<file path="src/hw/tcb_defines.svh">
`ifndef TCB_DEFINES_SVH
`define TCB_DEFINES_SVH

////////////////////
// bus geometry
////////////////////

// byte address width
`define TCB_AW 16

// data width, 4 byte lanes
`define TCB_DW 32

////////////////////
// memory
////////////////////

// depth in 32-bit words
`define TCB_MEM_WORDS 1024

// read delay in cycles
`define TCB_DLY 1

`endif
</file>
<file path="src/hw/tcb_pkg.sv">
`default_nettype none

`include "tcb_defines.svh"

package tcb_pkg;

  ////////////////////
  // transfer size
  ////////////////////

  // log2 of the number of bytes
  typedef logic [1:0] tcb_siz_t;

  localparam tcb_siz_t TCB_SIZ_BYTE = 2'd0;
  localparam tcb_siz_t TCB_SIZ_HALF = 2'd1;
  localparam tcb_siz_t TCB_SIZ_WORD = 2'd2;

  ////////////////////
  // request/response
  ////////////////////

  // byte-enable request, word aligned at the memory
  typedef struct packed {
    logic                   wen;
    logic [`TCB_AW-1:0]     adr;
    logic [`TCB_DW/8-1:0]   ben;
    logic [`TCB_DW-1:0]     wdt;
  } tcb_req_t;

  // response, sts high means error
  typedef struct packed {
    logic [`TCB_DW-1:0]     rdt;
    logic                   sts;
  } tcb_rsp_t;

endpackage: tcb_pkg

`default_nettype wire

</file>
<file path="src/hw/tcb_if.sv">
`timescale 1ns/1ps
`default_nettype none

interface tcb_if;
  import tcb_pkg::*;

  // handshake
  logic     vld;
  logic     rdy;

  // payload
  tcb_req_t req;
  tcb_rsp_t rsp;

  // transfer strobe, both sides look at it
  logic     trn;

  assign trn = vld & rdy;

  // requester side
  modport man (
    output vld,
    output req,
    input  rdy,
    input  rsp,
    input  trn
  );

  // responder side
  modport sub (
    input  vld,
    input  req,
    output rdy,
    output rsp,
    input  trn
  );

endinterface: tcb_if

`default_nettype wire

</file>
<file path="src/hw/tcb_arbiter.sv">
`timescale 1ns/1ps
`default_nettype none

`include "tcb_defines.svh"

module tcb_arbiter (
  input  logic tcb,
  input  logic rst,
  // requesters
  tcb_if.sub   man0,
  tcb_if.sub   man1,
  // shared responder
  tcb_if.man   sub
);

  // index granted last time
  logic last;
  logic gnt0;
  logic gnt1;
  logic sel;
  // owner of each transfer in flight
  logic own [0:`TCB_DLY-1];
  logic own_rsp;

  ////////////////////
  // grant
  ////////////////////

  // the one not served last wins a tie
  assign gnt0 = man0.vld & (~man1.vld | last);
  assign gnt1 = man1.vld & (~man0.vld | ~last);
  assign sel  = gnt1;

  // request mux
  assign sub.vld = man0.vld | man1.vld;
  assign sub.req = sel ? man1.req : man0.req;

  // ready only to the winner
  assign man0.rdy = gnt0 & sub.rdy;
  assign man1.rdy = gnt1 & sub.rdy;

  // pointer starts out favoring port 0
  always_ff @(posedge tcb) begin
    if (rst) begin
      last <= 1'b1;
    end else if (sub.trn) begin
      last <= sel;
    end
  end

  ////////////////////
  // response routing
  ////////////////////

  always_ff @(posedge tcb) begin
    if (rst) begin
      for (int i = 0; i < `TCB_DLY; i++) begin
        own[i] <= 1'b0;
      end
    end else begin
      own[0] <= sel;
      for (int i = 1; i < `TCB_DLY; i++) begin
        own[i] <= own[i-1];
      end
    end
  end

  assign own_rsp = own[`TCB_DLY-1];

  // the other side sees zeros
  always_comb begin
    man0.rsp = '0;
    man1.rsp = '0;
    if (own_rsp) begin
      man1.rsp = sub.rsp;
    end else begin
      man0.rsp = sub.rsp;
    end
  end

  // one grant per cycle at most
  assert property (@(posedge tcb) disable iff (rst) !(gnt0 && gnt1));

endmodule: tcb_arbiter

`default_nettype wire

</file>
<file path="src/flat_wrapper.sv">
// flat-port wrapper written by rule: the top's interface ports become plain ports
module tcb_arbiter_flat 
  (tcb, rst, man0_vld, man0_req, man0_rdy, man0_rsp, man1_vld, man1_req, man1_rdy, man1_rsp, sub_vld, sub_req, sub_rdy, sub_rsp);
  tcb_if man0_i ();
  tcb_if man1_i ();
  tcb_if sub_i ();
  input  logic tcb;
  input  logic rst;
  input wire logic [$bits(man0_i.vld)-1:0] man0_vld;
  input wire logic [$bits(man0_i.req)-1:0] man0_req;
  output wire logic [$bits(man0_i.rdy)-1:0] man0_rdy;
  output wire logic [$bits(man0_i.rsp)-1:0] man0_rsp;
  input wire logic [$bits(man1_i.vld)-1:0] man1_vld;
  input wire logic [$bits(man1_i.req)-1:0] man1_req;
  output wire logic [$bits(man1_i.rdy)-1:0] man1_rdy;
  output wire logic [$bits(man1_i.rsp)-1:0] man1_rsp;
  output wire logic [$bits(sub_i.vld)-1:0] sub_vld;
  output wire logic [$bits(sub_i.req)-1:0] sub_req;
  input wire logic [$bits(sub_i.rdy)-1:0] sub_rdy;
  input wire logic [$bits(sub_i.rsp)-1:0] sub_rsp;
  assign man0_i.vld = man0_vld;
  assign man0_i.req = man0_req;
  assign man0_rdy = man0_i.rdy;
  assign man0_rsp = man0_i.rsp;
  assign man1_i.vld = man1_vld;
  assign man1_i.req = man1_req;
  assign man1_rdy = man1_i.rdy;
  assign man1_rsp = man1_i.rsp;
  assign sub_vld = sub_i.vld;
  assign sub_req = sub_i.req;
  assign sub_i.rdy = sub_rdy;
  assign sub_i.rsp = sub_rsp;
  tcb_arbiter u_core (.tcb(tcb), .rst(rst), .man0(man0_i), .man1(man1_i), .sub(sub_i));
endmodule
</file>
<file path="config.mk">
export PLATFORM = sky130hd
export DESIGN_NAME = tcb_arbiter_flat
export DESIGN_NICKNAME = d
export VERILOG_FILES = /design/src/hw/tcb_pkg.sv /design/src/hw/tcb_if.sv /design/src/hw/tcb_arbiter.sv /design/src/flat_wrapper.sv
export VERILOG_INCLUDE_DIRS = /design/src /design/src/hw
export SDC_FILE = /design/constraint.sdc
export NUM_CORES = 1
export LEC_CHECK = 0
export ABC_AREA = 1
export BUFFER_PORTS_ARGS = -buffer_cell sky130_fd_sc_hd__buf_2
export CORE_AREA = 2 2 104 106
export DETAILED_ROUTE_END_ITERATION = 10
export DIE_AREA = 0 0 106 108
export PLACE_DENSITY = 0.54
export SYNTH_ARGS = -nofsm -noshare
export SYNTH_HDL_FRONTEND = slang
export SYNTH_SLANG_ARGS = --single-unit
</file>
<file path="constraint.sdc">
create_clock -name tcb -period 2.6 [get_ports tcb]
set_input_delay 0.26 -clock tcb [delete_from_list [all_inputs] [get_ports tcb]]
set_output_delay 0.26 -clock tcb [all_outputs]
set_load 0.01 [all_outputs]
</file>
==> summary.txt <==
Run status
  • Status: finished clean

Timing
  • RSZ-0062 raised after global routing: no
  • Fin Setup TNS: 0 ns
  • Hold Fails Final Rpt: 0
  • Fin crit share: 79.4%
  • Rel. slew slack: 60.5%
  • Fin Clk Skew: 0.00145 ns
  • Final setup viols: 0
  • Fmax: 484 MHz
  • Period minus WS final: 2.06 ns
  • Final setup margin: 0.536 ns
  • Least-Margin Pin Slew: 0.592 ns
  • Max-slew violations: 0

Clock tree
  • # Post-CTS Setup Buffers: 0
  • Clk buf depth: 2
  • # resized after CTS: 0
  • Clock Root Buffer: clkbuf_8
  • Worst-path clk slew: 0.03 ns
  • Clk_lat worst skew: 0.21 ns
  • Hold-fix buffers, CTS: 0
  • Clk sink count: 2
  • Inserted Clock Buffers: 3
  • CTS tree: yes
  • Htree depth: 1

Power
  • Gate power share: 75.5%
  • Clock share of power: 18.2%
  • Leakage power: 2.26 nW
  • Pwr dens: 232 nW/um^2
  • Net Switching: 0.304 mW
  • Internal Power: 0.353 mW
  • Worst vdd ir: 0.0840 mV
  • Switching fraction of total power: 46.2%
  • Flop pwr share: 6.3%

Synthesis
  • Largest family of logic cells by synthesized area: simple AND/OR/NAND/NOR gates
  • Area leader, netlist: nand2_1
  • Synth top area cells: nand2_1 38%, nand3_1 20%, inv_1 18%
  • Register area share after synthesis: 2.86%
  • Post-synthesis xor/xnor area fraction: 0%
  • Simple-Gate Fraction of Synth Area: 68.5%
  • Mapped Nets: 473
  • Synth cell types: 12
  • Post-synthesis register bit count: 2
  • Post-Synth Adder-Cell Area: 0%
  • Compound-cell area share of the yosys netlist: 0.357%
  • Post-synthesis mux area share: 0%
  • Syn. warnings: 0
  • Mapped Cells: 329
  • Synth Cell Area: 1400 sq um
  • Area share of the largest cell type after synthesis: 37.8%
  • Synth Area per Inst: 4.26 sq um

Routing
  • Post-Route WL: 7630 microns
  • Routed via count: 2,746
  • Drt drc: 0
  • Via-per-instance ratio: 3.85
  • Antenna Violating Nets Remaining: 0
  • DRT Pass-1 Iters: 4
  • Post-DR wirelength/cell: 10.7 microns
  • Iteration-0 DRC Markers: 153

Layout
  • Commonest cells after routing, fill and taps aside: 265 x buf_2, 141 x nand2_1, 69 x inv_1
  • Syn-to-layout area delta: 102%
  • # diodes: 0
  • Fin util: 27.7%
  • Fin nets: 724
  • Layout cells sized above 1: 47.8%
  • Final Cell Area: 2830 sq um
  • Commonest non-fill, non-tap cell in the layout: buf_2
  • Register area: 41.3 sq um
  • Multi-input gate area: 965 sq um
  • Fillers: 1,237

Place
  • Routability Congestion: 0.782
  • Placed cell area: 2790 sq um
  • Detailed Place HPWL: 6540 microns
  • PortBufs: 265
  • Dpl ws: 0.667 ns

Worst setup path
  • Delay of the slowest critical-path stage: 0.56 ns
  • RR Startpoint: u_core.last$_SDFFE_PP1P_
  • CP Class: reg2out
  • WP data required: 2.34 ns
  • Crit path cell chain: nand2_2 > nand2_4 > nand2_1 > nand2_1 > buf_2
  • CP Launch Type: flip-flop
  • Worst endpoint data arrival time: 1.80 ns
  • Slowest stage cell, crit path: nand2_4
  • Buf/Inv on CP: 1
  • Worst-path fanout max: 55
  • CP most frequent cell: nand2_1
  • Crit end category: output pin
  • Crit path launch: u_core.last$_SDFFE_PP1P_
  • Top cell family by delay on the critical path: simple AND/OR/NAND/NOR gates

Die
  • Ports: 266
  • Chip Width: 106 microns
  • Die area: 11,400 sq um
  • Die height: 108 microns
  • Row Count: 37
  • Core ar.: 10,200 sq um
  • Initial core utilization: 13.7%

Global routing
  • First-pass GRT wire length: 11,200 microns
  • Vias in the first global route: 2,414
  • Initial antenna violation count: 1
  • Grt ovf: 0
  • Largest net degree at the start of global routing: 56
  • All-layer global routing usage: 11.8%

Min path
  • Hold Path Class: in2reg
  • Hold Crit Start: rst

Job
  • Max-Cap Viols: 0
==> routing by layer <==
metal	vias to the layer above	part of all wire, %	wire length, microns	GRT usage [%]
li1	1451	-	-	-
met1	1125	38	2900	13.4
met2	166	51	3910	23.5
met3	4	10	794	1.99
met4	0	0.35	27	1.69
met5	-	0	0	0
==> area by class of cell <==
type	count	share of cell area (%)
timing repair buffer	269	47.9
multi-input combinational	235	34.1
inverter	69	9.14
tap	136	6.01
sequential	2	1.46
clock buffer	3	1.46
==> cells in the mapped netlist, drive strengths merged <==
cell,number
nand2,143
inv,69
nand3,55
nor2,35
buf,21
clkbuf,2
dfxtp,2
a21oi,1
or2,1
==> through the flow <==
stage | hold slack, ns | total power, mW | instances
after floorplan | 0.332 | 0.289 | 329
after global placement | 0.428 | 0.547 | 711
after detailed placement | 0.431 | 0.545 | 711
after CTS | 0.211 | 0.671 | 714
after global routing | 0.227 | 0.724 | 714
final | 0.215 | 0.657 | 714
==> final timing paths <==
path,end,slack (ns),cells past startpoint
min,u_core.own[0]$_SDFF_PP0_,0.21,2
max reg2reg,u_core.own[0]$_SDFF_PP0_,1.14,3
min reg2reg,u_core.last$_SDFFE_PP1P_,0.50,2
max,sub_req[5],0.54,5
==> kinds of logic after synthesis <==
family,after synthesis
AND/OR/NAND/NOR,234
buffers and inverters,92
flip-flops,2
AO/OA/AOI/OAI,1
==> power groups by stage <==
| stage | registers, mW | clock network, mW | logic, mW |
|---|---|---|---|
| 2_1_floorplan | 0.0345 | 0 | 0.255 |
| 3_3_place_gp | 0.0421 | 0 | 0.504 |
| 3_5_place_dp | 0.0418 | 0 | 0.503 |
| 4_1_cts | 0.0414 | 0.125 | 0.504 |
| 5_1_grt | 0.0426 | 0.127 | 0.555 |
| 6_report | 0.0413 | 0.120 | 0.496 |
==> registers in the layout, indices dropped and copies added (netlist names) <==
name	count
u_core.last	1
u_core.own	1
No activity file was read; power rests on OpenSTA's default activity.
