<file path="src/hw/tcb_defines.svh">
`ifndef TCB_DEFINES_SVH
`define TCB_DEFINES_SVH

////////////////////
// bus geometry
////////////////////

// byte address width
`define TCB_AW 16

// data width, 4 byte lanes
`define TCB_DW 32

////////////////////
// memory
////////////////////

// depth in 32-bit words
`define TCB_MEM_WORDS 1024

// read delay in cycles
`define TCB_DLY 1

`endif
</file>
<file path="src/hw/tcb_pkg.sv">
`default_nettype none

`include "tcb_defines.svh"

package tcb_pkg;

  ////////////////////
  // transfer size
  ////////////////////

  // log2 of the number of bytes
  typedef logic [1:0] tcb_siz_t;

  localparam tcb_siz_t TCB_SIZ_BYTE = 2'd0;
  localparam tcb_siz_t TCB_SIZ_HALF = 2'd1;
  localparam tcb_siz_t TCB_SIZ_WORD = 2'd2;

  ////////////////////
  // request/response
  ////////////////////

  // byte-enable request, word aligned at the memory
  typedef struct packed {
    logic                   wen;
    logic [`TCB_AW-1:0]     adr;
    logic [`TCB_DW/8-1:0]   ben;
    logic [`TCB_DW-1:0]     wdt;
  } tcb_req_t;

  // response, sts high means error
  typedef struct packed {
    logic [`TCB_DW-1:0]     rdt;
    logic                   sts;
  } tcb_rsp_t;

endpackage: tcb_pkg

`default_nettype wire

</file>
<file path="src/hw/tcb_if.sv">
`timescale 1ns/1ps
`default_nettype none

interface tcb_if;
  import tcb_pkg::*;

  // handshake
  logic     vld;
  logic     rdy;

  // payload
  tcb_req_t req;
  tcb_rsp_t rsp;

  // transfer strobe, both sides look at it
  logic     trn;

  assign trn = vld & rdy;

  // requester side
  modport man (
    output vld,
    output req,
    input  rdy,
    input  rsp,
    input  trn
  );

  // responder side
  modport sub (
    input  vld,
    input  req,
    output rdy,
    output rsp,
    input  trn
  );

endinterface: tcb_if

`default_nettype wire

</file>
<file path="src/hw/tcb_riscv_align.sv">
`timescale 1ns/1ps
`default_nettype none

`include "tcb_defines.svh"

module tcb_riscv_align (
  input  logic                tcb,
  input  logic                rst,
  // risc-v load/store side
  input  logic                vld,
  output logic                rdy,
  input  logic                wen,
  input  logic [`TCB_AW-1:0]  adr,
  input  tcb_pkg::tcb_siz_t   siz,
  input  logic                uns,
  input  logic [`TCB_DW-1:0]  wdt,
  output logic [`TCB_DW-1:0]  rdt,
  output logic                sts,
  // byte-enable side
  tcb_if.man                  mem
);
  import tcb_pkg::*;

  // request info kept until the response
  typedef struct packed {
    logic [1:0] off;
    tcb_siz_t   siz;
    logic       uns;
    logic       mis;
  } stg_t;

  logic [1:0]         off;
  logic               mis;
  logic [3:0]         ben;
  logic [`TCB_DW-1:0] wdt_lane;
  stg_t               stg [0:`TCB_DLY-1];
  stg_t               stg_rsp;
  logic [`TCB_DW-1:0] lane;

  ////////////////////
  // request path
  ////////////////////

  assign off = adr[1:0];

  // enables and alignment check
  always_comb begin
    case (siz)
      TCB_SIZ_BYTE: begin
        ben = 4'b0001 << off;
        mis = 1'b0;
      end
      TCB_SIZ_HALF: begin
        ben = 4'b0011 << off;
        mis = off[0];
      end
      TCB_SIZ_WORD: begin
        ben = 4'b1111;
        mis = |off;
      end
      default: begin
        ben = 4'b0000;
        mis = 1'b1;
      end
    endcase
  end

  // replicate data into every lane
  always_comb begin
    case (siz)
      TCB_SIZ_BYTE: wdt_lane = {4{wdt[7:0]}};
      TCB_SIZ_HALF: wdt_lane = {2{wdt[15:0]}};
      default:      wdt_lane = wdt;
    endcase
  end

  // misaligned goes through with no lanes so nothing is written
  always_comb begin
    mem.vld     = vld;
    mem.req.wen = wen;
    mem.req.adr = {adr[`TCB_AW-1:2], 2'b00};
    mem.req.ben = mis ? 4'b0000 : ben;
    mem.req.wdt = wdt_lane;
  end

  assign rdy = mem.rdy;

  ////////////////////
  // delay stage
  ////////////////////

  always_ff @(posedge tcb) begin
    if (rst) begin
      for (int i = 0; i < `TCB_DLY; i++) begin
        stg[i] <= '0;
      end
    end else begin
      stg[0] <= '{off: off, siz: siz, uns: uns, mis: mis & mem.trn};
      for (int i = 1; i < `TCB_DLY; i++) begin
        stg[i] <= stg[i-1];
      end
    end
  end

  assign stg_rsp = stg[`TCB_DLY-1];

  ////////////////////
  // response path
  ////////////////////

  // selected lanes down to bit 0
  assign lane = mem.rsp.rdt >> {stg_rsp.off, 3'b000};

  // sign or zero extend
  always_comb begin
    case (stg_rsp.siz)
      TCB_SIZ_BYTE: rdt = {{24{lane[7] & ~stg_rsp.uns}}, lane[7:0]};
      TCB_SIZ_HALF: rdt = {{16{lane[15] & ~stg_rsp.uns}}, lane[15:0]};
      default:      rdt = lane;
    endcase
  end

  assign sts = mem.rsp.sts | stg_rsp.mis;

  // size 3 is not a legal access
  assert property (@(posedge tcb) disable iff (rst) vld |-> siz != 2'd3);

endmodule: tcb_riscv_align

`default_nettype wire

</file>
<file path="src/flat_wrapper.sv">
// flat-port wrapper written by rule: the top's interface ports become plain ports
module tcb_riscv_align_flat import tcb_pkg::*;
  (tcb, rst, vld, rdy, wen, adr, siz, uns, wdt, rdt, sts, mem_vld, mem_req, mem_rdy, mem_rsp);
  tcb_if mem_i ();
  input  logic tcb;
  input  logic rst;
  input  logic vld;
  output logic rdy;
  input  logic wen;
  input  logic [`TCB_AW-1:0] adr;
  input  tcb_pkg::tcb_siz_t siz;
  input  logic uns;
  input  logic [`TCB_DW-1:0] wdt;
  output logic [`TCB_DW-1:0] rdt;
  output logic sts;
  output wire logic [$bits(mem_i.vld)-1:0] mem_vld;
  output wire logic [$bits(mem_i.req)-1:0] mem_req;
  input wire logic [$bits(mem_i.rdy)-1:0] mem_rdy;
  input wire logic [$bits(mem_i.rsp)-1:0] mem_rsp;
  assign mem_vld = mem_i.vld;
  assign mem_req = mem_i.req;
  assign mem_i.rdy = mem_rdy;
  assign mem_i.rsp = mem_rsp;
  tcb_riscv_align u_core (.tcb(tcb), .rst(rst), .vld(vld), .rdy(rdy), .wen(wen), .adr(adr), .siz(siz), .uns(uns), .wdt(wdt), .rdt(rdt), .sts(sts), .mem(mem_i));
endmodule
</file>
<file path="config.mk">
export PLATFORM = sky130hd
export DESIGN_NAME = tcb_riscv_align_flat
export DESIGN_NICKNAME = d
export VERILOG_FILES = /design/src/hw/tcb_pkg.sv /design/src/hw/tcb_if.sv /design/src/hw/tcb_riscv_align.sv /design/src/flat_wrapper.sv
export VERILOG_INCLUDE_DIRS = /design/src /design/src/hw
export SDC_FILE = /design/constraint.sdc
export NUM_CORES = 1
export LEC_CHECK = 0
export BUFFER_PORTS_ARGS = -buffer_cell sky130_fd_sc_hd__buf_2
export CORE_MARGIN = 3
export CORE_UTILIZATION = 32
export CTS_CLUSTER_SIZE = 24
export DETAILED_ROUTE_END_ITERATION = 10
export PLACE_DENSITY = 0.78
export SLEW_MARGIN = 10
export SYNTH_ARGS = -nofsm -noshare
export SYNTH_HDL_FRONTEND = slang
export SYNTH_SLANG_ARGS = --single-unit
</file>
<file path="constraint.sdc">
create_clock -name tcb -period 1.2 [get_ports tcb]
set_input_delay 0.06 -clock tcb [delete_from_list [all_inputs] [get_ports tcb]]
set_output_delay 0.06 -clock tcb [all_outputs]
set_load 0.05 [all_outputs]
</file>
==> flow_summary.html <==
<table>
<tr><th>Metric</th><th>Value</th></tr>
<tr><th colspan="2">Logic synthesis</th></tr>
<tr><td>Number of distinct library cells after synthesis</td><td>32</td></tr>
<tr><td>Post-synthesis instance area</td><td>1600 µm²</td></tr>
<tr><td>Sequential cell area fraction in the yosys report</td><td>0.0753</td></tr>
<tr><td>Mean post-synth cell area</td><td>7.67 µm²</td></tr>
<tr><td>Ys flop type</td><td>sky130_fd_sc_hd__dfxtp_1</td></tr>
<tr><td>Area share of the largest cell type after synthesis</td><td>0.151</td></tr>
<tr><td>YS warnings</td><td>0</td></tr>
<tr><td>Dominant cell type by area after synthesis</td><td>sky130_fd_sc_hd__mux2i_1</td></tr>
<tr><td>Instance count of the mapped netlist</td><td>208</td></tr>
<tr><td>Async set-reset flop share out of synthesis</td><td>0</td></tr>
<tr><td>Top area cells in the synthesized netlist</td><td>sky130_fd_sc_hd__mux2i_1, sky130_fd_sc_hd__buf_4, sky130_fd_sc_hd__mux2_2</td></tr>
<tr><td>Number of flops mapped to enable cells by yosys</td><td>0</td></tr>
<tr><td>Register bit total from synthesis</td><td>6</td></tr>
<tr><th colspan="2">Timing</th></tr>
<tr><td>RSZ-0062 raised after global routing</td><td>true</td></tr>
<tr><td>Time the worst path needs with I/O delays and setup</td><td>1740 ps</td></tr>
<tr><td>Slew Limit Fails</td><td>0</td></tr>
<tr><td>Hold slack</td><td>51.8 ps</td></tr>
<tr><td>Fmax</td><td>0.576 GHz</td></tr>
<tr><td>Final count of negative-setup-slack endpoints</td><td>32</td></tr>
<tr><td>Total negative setup slack</td><td>-14050 ps</td></tr>
<tr><td>Final critical-path setup slack</td><td>-535 ps</td></tr>
<tr><td>Fin crit share</td><td>1.45</td></tr>
<tr><td>Number of endpoints with negative hold slack in the final report</td><td>0</td></tr>
<tr><th colspan="2">Clocking</th></tr>
<tr><td>CTS sink cnt</td><td>6</td></tr>
<tr><td>Register clock-pin slew on the reported worst setup and hold paths</td><td>about 40 ps</td></tr>
<tr><td>Total of hold buffers inserted after clock tree synthesis</td><td>0</td></tr>
<tr><td>Maximum buffer depth of the clock tree</td><td>2</td></tr>
<tr><td>TritonCTS clock tree</td><td>built</td></tr>
<tr><td>Number of clock buffers inserted by TritonCTS</td><td>3</td></tr>
<tr><td>Number of H-tree branching levels</td><td>1</td></tr>
<tr><td>Clock root buffer</td><td>sky130_fd_sc_hd__clkbuf_8</td></tr>
<tr><td>Number of buffers inserted by post-CTS setup repair</td><td>0</td></tr>
<tr><th colspan="2">Setup path</th></tr>
<tr><td>Launch point of the critical path</td><td>u_core.stg[0][5]</td></tr>
<tr><td>CP endpoint kind</td><td>primary output</td></tr>
<tr><td>Crit path max fanout</td><td>8</td></tr>
<tr><td>Req. time, crit path</td><td>1140 ps</td></tr>
<tr><td>Critical Path AT</td><td>around 1700 ps</td></tr>
<tr><td>Critical path type</td><td>reg2out</td></tr>
<tr><td>Category of the worst setup path launch point</td><td>flip-flop</td></tr>
<tr><th colspan="2">Cells and area</th></tr>
<tr><td>Post-layout instance area</td><td>3140 µm²</td></tr>
<tr><td>Net count of the finished layout</td><td>433</td></tr>
<tr><td>Number of flip-flops under the largest register name</td><td>6</td></tr>
<tr><td>Total area of multi-input combinational cells</td><td>1620 µm²</td></tr>
<tr><td>Final Non-Filler Cells</td><td>approximately 410</td></tr>
<tr><td>Leading registers by flop count</td><td>u_core.stg: 6 flops</td></tr>
<tr><td>Register with the highest flop count</td><td>u_core.stg</td></tr>
<tr><td>Area grow syn2layout</td><td>96.7%</td></tr>
<tr><td>Share of cells above drive strength 1</td><td>0.763</td></tr>
<tr><td>Most common cell after layout, fill and taps aside</td><td>sky130_fd_sc_hd__buf_2</td></tr>
<tr><td>Register area</td><td>125 µm²</td></tr>
<tr><td>Antenna diode count</td><td>0</td></tr>
<tr><td>Fill cell instance count of the final layout</td><td>374</td></tr>
<tr><td>Utilization after layout</td><td>0.656</td></tr>
<tr><td>Most used cells in the layout excluding fill and tap cells</td><td>sky130_fd_sc_hd__buf_2, sky130_fd_sc_hd__buf_6, sky130_fd_sc_hd__buf_4</td></tr>
<tr><th colspan="2">Placed design</th></tr>
<tr><td>Hpwl dp</td><td>4880 µm</td></tr>
<tr><td>Cell total after placement</td><td>405</td></tr>
<tr><td>Number of buffers inserted by port buffering</td><td>144</td></tr>
<tr><td>Cell Area, Placed</td><td>approximately 2600 µm²</td></tr>
<tr><td>Final estimated routing congestion in global placement</td><td>just over 0.8</td></tr>
<tr><th colspan="2">Pwr</th></tr>
<tr><td>Static Leak</td><td>0.00142 µW</td></tr>
<tr><td>Pwr dens</td><td>924 nW/µm²</td></tr>
<tr><td>Worst ir drop on vdd</td><td>between 0.0004 and 0.0005 V</td></tr>
<tr><th colspan="2">Drt</th></tr>
<tr><td>Average wire per standard cell</td><td>around 18 µm</td></tr>
<tr><td>Post-route DRC violation count</td><td>0</td></tr>
<tr><td>Detailed Route WL</td><td>7190 µm</td></tr>
<tr><td>Number of nets still failing antenna checks after routing</td><td>0</td></tr>
<tr><td>Detailed-route vias per instance</td><td>between 5 and 6</td></tr>
<tr><td>First-pass iteration count of the detailed router</td><td>4</td></tr>
<tr><td>Overall via count from detail_route</td><td>2129</td></tr>
<tr><td>Violation count after the first detailed-route iteration</td><td>70</td></tr>
<tr><th colspan="2">Die</th></tr>
<tr><td>Number of placement rows</td><td>25</td></tr>
<tr><td>Core outline area</td><td>4790 µm²</td></tr>
<tr><td>Initial core utilization</td><td>0.333</td></tr>
<tr><td>Top-level I/O count</td><td>around 180</td></tr>
<tr><td>Die W</td><td>76.6 µm</td></tr>
<tr><td>Vertical die dimension</td><td>76.6 µm</td></tr>
<tr><td>Die area</td><td>5870 µm²</td></tr>
<tr><th colspan="2">GRT</th></tr>
<tr><td>Pin count of the biggest net entering global routing</td><td>21</td></tr>
<tr><td>Overflow left after global routing</td><td>0</td></tr>
<tr><td>Antenna violations before repair</td><td>0</td></tr>
<tr><td>Global-route wire length before repair</td><td>9550 µm</td></tr>
<tr><td>Via count of the first global-routing pass</td><td>2022</td></tr>
<tr><td>Global-route usage over all layers</td><td>0.194</td></tr>
<tr><th colspan="2">Worst hold path</th></tr>
<tr><td>Class of the most critical hold timing path</td><td>in2reg</td></tr>
<tr><td>HP Start</td><td>uns</td></tr>
<tr><th colspan="2">Job</th></tr>
<tr><td>Number of max-capacitance violations reported</td><td>0</td></tr>
<tr><th colspan="2">Run status</th></tr>
<tr><td>Run status</td><td>finished with violations</td></tr>
<tr><td>Failing checks</td><td>negative setup slack</td></tr>
</table>
-- path summary, 6_finish.rpt --
path | endpoint | slack (ps) | cells past startpoint
min | u_core.stg[0][1] | 50 | 2
max | rdt[16] | -540 | 5
-- area by class of cell --
cell class,count,area share
multi-input combinational,157,0.515
sequential,6,0.0399
tap,67,0.0267
inverter,2,0.00239
timing repair buffer,174,0.403
clock buffer,3,0.0132
-- repair_timing --
action                                  4_1_cts  5_1_grt
resized for setup                            73       25
pin swaps                                     3       10
endpoints found under the setup margin       32       32
cloned                                        0        1
-- metal layers --
metal / vias up / GRT usage / part of all wire
met2: 114 / 0.384 / 0.56
met5: - / 0 / 0
met1: 992 / 0.201 / 0.33
li1: 997 / - / -
met3: 26 / 0.0272 / 0.066
met4: 0 / 0.0761 / 0.035
-- per-stage QoR --
step / worst slack, ps / power (µW)
5_1_grt: -578 / 3010
6_report: -535 / 2900
3_3_place_gp: -302 / 2200
3_5_place_dp: -326 / 2220
2_1_floorplan: -376 / 1840
4_1_cts: -504 / 2730
-- report_power, final --
group | switching [µW] | total (µW) | internal (µW)
clock network | 77.2 | 292 | 215
logic | 1500 | 2390 | 886
registers | 12.9 | 223 | 211
-- cell families after synthesis --
kind of cell,after synthesis,synth area share
AOI/OAI and AO/OA,64,0.270
and+or+nand+nor,46,0.162
other,1,0.00235
buffers and inverters,46,0.191
DFF,6,0.0753
xor gates and xnor gates,2,0.0110
muxes,43,0.289
-- worst max-delay path, stage by stage (launching register included) --
cell and delay (ps):
sky130_fd_sc_hd__dfxtp_4 380, sky130_fd_sc_hd__mux2_4 350, sky130_fd_sc_hd__o221ai_4 230, sky130_fd_sc_hd__clkbuf_16 250
sky130_fd_sc_hd__o22ai_4 80, sky130_fd_sc_hd__buf_6 160
-- synthesized netlist by cell type, types with 2 or more instances --
cell type / count
sky130_fd_sc_hd__a211oi_1: 9
sky130_fd_sc_hd__a21oi_1: 23
sky130_fd_sc_hd__buf_2: 6
sky130_fd_sc_hd__buf_4: 29
sky130_fd_sc_hd__buf_6: 2
sky130_fd_sc_hd__clkbuf_1: 6
sky130_fd_sc_hd__dfxtp_1: 6
sky130_fd_sc_hd__inv_1: 2
sky130_fd_sc_hd__mux2_2: 17
sky130_fd_sc_hd__mux2_4: 2
sky130_fd_sc_hd__mux2i_1: 24
sky130_fd_sc_hd__nand2_1: 9
sky130_fd_sc_hd__nand2b_1: 2
sky130_fd_sc_hd__nor2_1: 6
sky130_fd_sc_hd__nor2_2: 2
sky130_fd_sc_hd__nor2b_1: 13
sky130_fd_sc_hd__o21ai_0: 12
sky130_fd_sc_hd__o22ai_1: 8
sky130_fd_sc_hd__o2bb2ai_1: 8
sky130_fd_sc_hd__or2_2: 10
(Power assumes the default switching activity.)
